## config.mk

```make
export PLATFORM = sky130hd
export DESIGN_NAME = lsu
export DESIGN_NICKNAME = d
export VERILOG_FILES = /design/src/lsu_pkg.sv /design/src/lsu.sv
export SDC_FILE = /design/constraint.sdc
export NUM_CORES = 1
export LEC_CHECK = 0
export BUFFER_PORTS_ARGS = -buffer_cell sky130_fd_sc_hd__buf_4
export CORE_AREA = 2 2 157 159
export DETAILED_ROUTE_END_ITERATION = 10
export DIE_AREA = 0 0 159 161
export REMOVE_ABC_BUFFERS = 1
export SYNTH_ARGS = -nofsm -noshare
export SYNTH_HDL_FRONTEND = slang
export SYNTH_SLANG_ARGS = --single-unit
```

## constraint.sdc

```tcl
create_clock -name clk -period 4 [get_ports clk]
set_input_delay 0.8 -clock clk [delete_from_list [all_inputs] [get_ports clk]]
set_output_delay 0.8 -clock clk [all_outputs]
set_load 0.005 [all_outputs]
```

## src/lsu_pkg.sv

```systemverilog
package lsu_pkg;

    // data path and address width
    localparam int XLEN = 64;
    // instruction word width
    localparam int INST_LEN = 32;

    // bytes per doubleword
    localparam int BYTES = XLEN / 8;
    // byte offset bits inside a doubleword
    localparam int OFS_W = $clog2(BYTES);

    // major opcodes, instr bits 6..2
    localparam logic [4:0] OPC_LOAD = 5'b00000;
    localparam logic [4:0] OPC_STORE = 5'b01000;
    // bits 1..0 of every 32-bit encoding
    localparam logic [1:0] OPC_LOW = 2'b11;

    // addi x0, x0, 0
    localparam logic [INST_LEN-1:0] INSTR_NOP = 32'h0000_0013;

    // load funct3
    localparam logic [2:0] MEMOP_LB = 3'b000;
    localparam logic [2:0] MEMOP_LH = 3'b001;
    localparam logic [2:0] MEMOP_LW = 3'b010;
    localparam logic [2:0] MEMOP_LD = 3'b011;
    localparam logic [2:0] MEMOP_LBU = 3'b100;
    localparam logic [2:0] MEMOP_LHU = 3'b101;
    localparam logic [2:0] MEMOP_LWU = 3'b110;

    // store funct3
    localparam logic [2:0] MEMOP_SB = 3'b000;
    localparam logic [2:0] MEMOP_SH = 3'b001;
    localparam logic [2:0] MEMOP_SW = 3'b010;
    localparam logic [2:0] MEMOP_SD = 3'b011;

    // cycles from accepted request to response strobe
    localparam int SRAM_LAT = 2;
    // countdown width, must hold SRAM_LAT
    localparam int LAT_W = $clog2(SRAM_LAT + 1);
    // doublewords in the data sram
    localparam int MEM_WORDS = 256;
    localparam int MEM_IDX_W = $clog2(MEM_WORDS);

    // decoder to lsu, wr_data already forwarded
    typedef struct packed {
        logic            rden;
        logic            wren;
        logic [2:0]      memop;
        logic [XLEN-1:0] addr;
        logic [XLEN-1:0] wr_data;
    } ls_req_t;

    // lsu to sram, wr_data already in its byte lane
    typedef struct packed {
        logic             rd_en;
        logic             wr_en;
        logic [XLEN-1:0]  addr;
        logic [XLEN-1:0]  wr_data;
        logic [BYTES-1:0] wr_mask;
    } sram_req_t;

    // sram to lsu, strobes are one cycle wide
    typedef struct packed {
        logic            rd_data_valid;
        logic            wr_data_ok;
        logic [XLEN-1:0] rd_data;
    } sram_rsp_t;

endpackage

```

## src/lsu.sv

```systemverilog
`timescale 1ns/100ps

module lsu (
    input  logic                     clk,
    input  logic                     rstn,
    input  lsu_pkg::ls_req_t         ls_req_i,
    input  lsu_pkg::sram_rsp_t       sram_rsp_i,
    output lsu_pkg::sram_req_t       sram_req_o,
    output logic [lsu_pkg::XLEN-1:0] ls_res_o,
    output logic                     ls_not_ok_o
);
    import lsu_pkg::*;

    // high for one cycle after any response
    logic             ls_ok_q;
    logic             rsp_done;
    logic [OFS_W-1:0] byte_ofs;
    logic [5:0]       bit_ofs;
    logic [BYTES-1:0] size_mask;
    logic [XLEN-1:0]  rd_lane;
    logic [XLEN-1:0]  rd_ext;
    logic             rd_done;
    logic             wr_done;

    // byte offset within the doubleword
    assign byte_ofs = ls_req_i.addr[OFS_W-1:0];
    assign bit_ofs = {byte_ofs, 3'b000};

    assign rd_done = sram_rsp_i.rd_data_valid;
    assign wr_done = sram_rsp_i.wr_data_ok;
    assign rsp_done = rd_done | wr_done;

    // set by a response, dropped one cycle later
    // masks the enable of the next instruction in its first cycle
    always_ff @(posedge clk or negedge rstn) begin
        if (!rstn) begin
            ls_ok_q <= 1'b0;
        end else begin
            ls_ok_q <= rsp_done;
        end
    end

    // access size as a right-aligned byte mask
    always_comb begin
        size_mask = '0;
        if (ls_req_i.wren) begin
            case (ls_req_i.memop)
                MEMOP_SB: size_mask = 8'h01;
                MEMOP_SH: size_mask = 8'h03;
                MEMOP_SW: size_mask = 8'h0f;
                MEMOP_SD: size_mask = 8'hff;
                default:  size_mask = '0;
            endcase
        end
    end

    always_comb begin
        // request levels gated by the completion flag
        sram_req_o.rd_en = ls_req_i.rden & ~ls_ok_q;
        sram_req_o.wr_en = ls_req_i.wren & ~ls_ok_q;
        // sram drops the offset bits itself
        sram_req_o.addr = ls_req_i.addr;
        // move store data into its byte lane
        sram_req_o.wr_data = ls_req_i.wr_data << bit_ofs;
        // mask follows the data lane
        sram_req_o.wr_mask = size_mask << byte_ofs;
    end

    // addressed bytes down to bit 0
    assign rd_lane = sram_rsp_i.rd_data >> bit_ofs;

    // sign or zero extension by load type
    always_comb begin
        case (ls_req_i.memop)
            MEMOP_LB: begin
                rd_ext = {{(XLEN-8){rd_lane[7]}}, rd_lane[7:0]};
            end
            MEMOP_LBU: begin
                rd_ext = {{(XLEN-8){1'b0}}, rd_lane[7:0]};
            end
            MEMOP_LH: begin
                rd_ext = {{(XLEN-16){rd_lane[15]}}, rd_lane[15:0]};
            end
            MEMOP_LHU: begin
                rd_ext = {{(XLEN-16){1'b0}}, rd_lane[15:0]};
            end
            MEMOP_LW: begin
                rd_ext = {{(XLEN-32){rd_lane[31]}}, rd_lane[31:0]};
            end
            MEMOP_LWU: begin
                rd_ext = {{(XLEN-32){1'b0}}, rd_lane[31:0]};
            end
            MEMOP_LD: begin
                rd_ext = rd_lane;
            end
            default: begin
                rd_ext = '0;
            end
        endcase
    end

    // zero unless a load completes this cycle
    assign ls_res_o = (ls_req_i.rden && rd_done) ? rd_ext : '0;

    // stall until the strobe that matches the request type
    assign ls_not_ok_o = (ls_req_i.rden & ~rd_done) | (ls_req_i.wren & ~wr_done);

endmodule

```

==> results.tsv <==
metric	value	unit
DP Worst Slack	0.527	ns
Remaining Overflow, GRT	0	
Max Clk Rate	0.287	GHz
Seq/Total Area, Yosys	0.530	%
DRT Pass-1 Iters	5	
biggest regs	ls_ok_q x1	
ys flop type	dfrtp_1	
Yosys warning total	0	
Static Leak	2.97	nW
period utilization	87.1	%
max reg flops	1	
CP Class	primary input to output port	
area of the die	25600	um2
Finish-stage setup viols	0	
Initial Util	19.7	%
Clk pwr share	0	%
Comb pwr share	98.6	%
Worst Hold Class	primary input to asynchronous set/reset pin	
Pint	0.386	mW
share of post-route cells with drive strength above 1	48.7	%
status	finished, final reports clean	
Post-CTS Hold Fix Bufs	0	
Distinct cells, synth	46	
drt via density	4.89	
# port buffers	281	
final hold vios	0	
number of flops mapped to enable cells by yosys	0	
vias	5823	
Die W	159	um
Synth-to-Final Area Change	41.6	%
drt wl/cell	23.0	um
Pins Over Slew Limit	0	
Net Sw Frac	50.8	%
slew margin rel.	38.5	%
CP Max Fanout	32	
Seq pwr share	1.4	%
placement row count	57	
# DRC	0	
number of DRC markers in iteration 0	416	
Post-DRT Antenna Nets	0	
Top-Level Pins	404	
Worst Setup Start Kind	primary input	
largest reg by FF count	ls_ok_q	
Ant. Diodes	0	
Die Ht	161	um
PnR worst setup slack	0.514	ns
Design Power	0.785	mW
vias in the first global route	5748	
fin nets	1069	
largest net degree at the start of global routing	54	
first-pass GRT wire length	38.9	mm
P_sw	0.399	mW
Avg Cell Area, Syn	6.86	um2
Post-CTS Setup Repair Bufs	0	
# Max-Cap Violations	0	
RSZ-0062 raised after global routing	no	
hold slack	0.576	ns
Max IR drop VDD	0.0000665	V
Worst-Margin Slew	0.918	ns
P per Cell Area	117	nW/um2
DP HPWL	22.1	mm
Worst Path Arrival	2.69	ns
Worst Setup End Kind	output port	
post-CTS sizing	0	
clock slew at reported path FFs	0	ns
asr flop ratio synth	100	%
post-route cell area	6690	um2
Post-Synthesis Cells	689	
Seq cells post-synth	1	
placed cell area	6690	um2
Mapped Area	4720	um2
gpl congestion	0.876	
gr usage total	19.9	%
CORE AREA	24000	um2
routed wire length	27.3	mm
antenna violations before repair	0	
Final Critical Period	3.49	ns
fin util	27.9	%
CP required	3.20	ns
[cells in the final DEF, fill, tap and decap left out, types with 6 or more instances in the layout]
cell / count
a211oi_1: 19
a21oi_1: 50
a21oi_2: 41
and2_1: 12
buf_4: 302
mux2_2: 51
mux2i_1: 81
mux4_2: 6
nand2_1: 85
nand2b_1: 14
nor2_1: 80
nor2b_1: 18
nor3_1: 6
o211ai_1: 12
o21ai_0: 32
o22ai_1: 9
o32ai_1: 9
[metrics by stage]
step | instances | setup TNS (ns)
floorplan | 560 | -24.49
global placement | 1190 | 0
detailed placement | 1190 | 0
CTS | 1190 | 0
global route | 1190 | 0
finish | 1190 | 0
[worst max-delay path: stages]
cell and delay (ns):
buf_4 0.29, nor2b_1 0.30, a222oi_1 0.17, and3_2 0.28
a311oi_4 0.25, buf_12 0.27, a21oi_2 0.10, buf_4 0.17
[final timing paths]
path                                start           end  cells past startpoint
worst max-delay path         ls_req_i[65]  ls_res_o[61]                      8
worst min-delay path                 rstn       ls_ok_q                      1
max in group asynchronous            rstn       ls_ok_q                      1
min in group clk           sram_rsp_i[64]       ls_ok_q                      2
[final cells by class]
class                      instances  area, um2
fill                            2663      17300
inverter                           4       15.0
multi-input combinational        555       3900
sequential                         1       25.0
tap                              324        405
timing repair buffer             306       2340
[Yosys cell counts, types with 7 or more instances]
cell type  count  area, um2
nand2_1       85        319
a21oi_2       41        359
mux2i_1       81        811
buf_1          8       30.0
nor2_1        80        300
o22ai_1        9       56.3
o211ai_1      12       90.1
nand2b_1      14       87.6
nor2b_1       18        113
and2_1        12       75.1
clkbuf_1      30        113
o32ai_1        9       78.8
a211oi_1      19        143
nor3_1         7       35.0
mux2_2        51        574
buf_4         70        526
o21ai_0       32        160
a21oi_1       50        250
buf_2         15       75.1
[power groups by stage]
stage	registers, mW	clock network, mW	logic (mW)
5_1_grt	0.0112	0	0.841
3_3_place_gp	0.0111	0	0.768
6_report	0.0111	0	0.774
3_5_place_dp	0.0111	0	0.771
4_1_cts	0.0111	0	0.775
2_1_floorplan	0.0110	0	0.339
[per-layer routing]
| metal | global-route usage (%) | part of all wire [%] | vias to the layer above |
|---|---|---|---|
| li1 | - | - | 2741 |
| met1 | 25.2 | 42 | 2729 |
| met2 | 28.5 | 41 | 333 |
| met3 | 13.6 | 16 | 18 |
| met4 | 1.57 | 0.63 | 2 |
| met5 | 3.03 | 0.34 | - |
[cell families after synthesis]
kind of cell    share of synthesized area [%]
compound gates                           27.1
buf+inv                                  17.6
flops                                   0.530
simple gates                             22.0
mux                                      32.8
(Power assumes the default switching activity.)
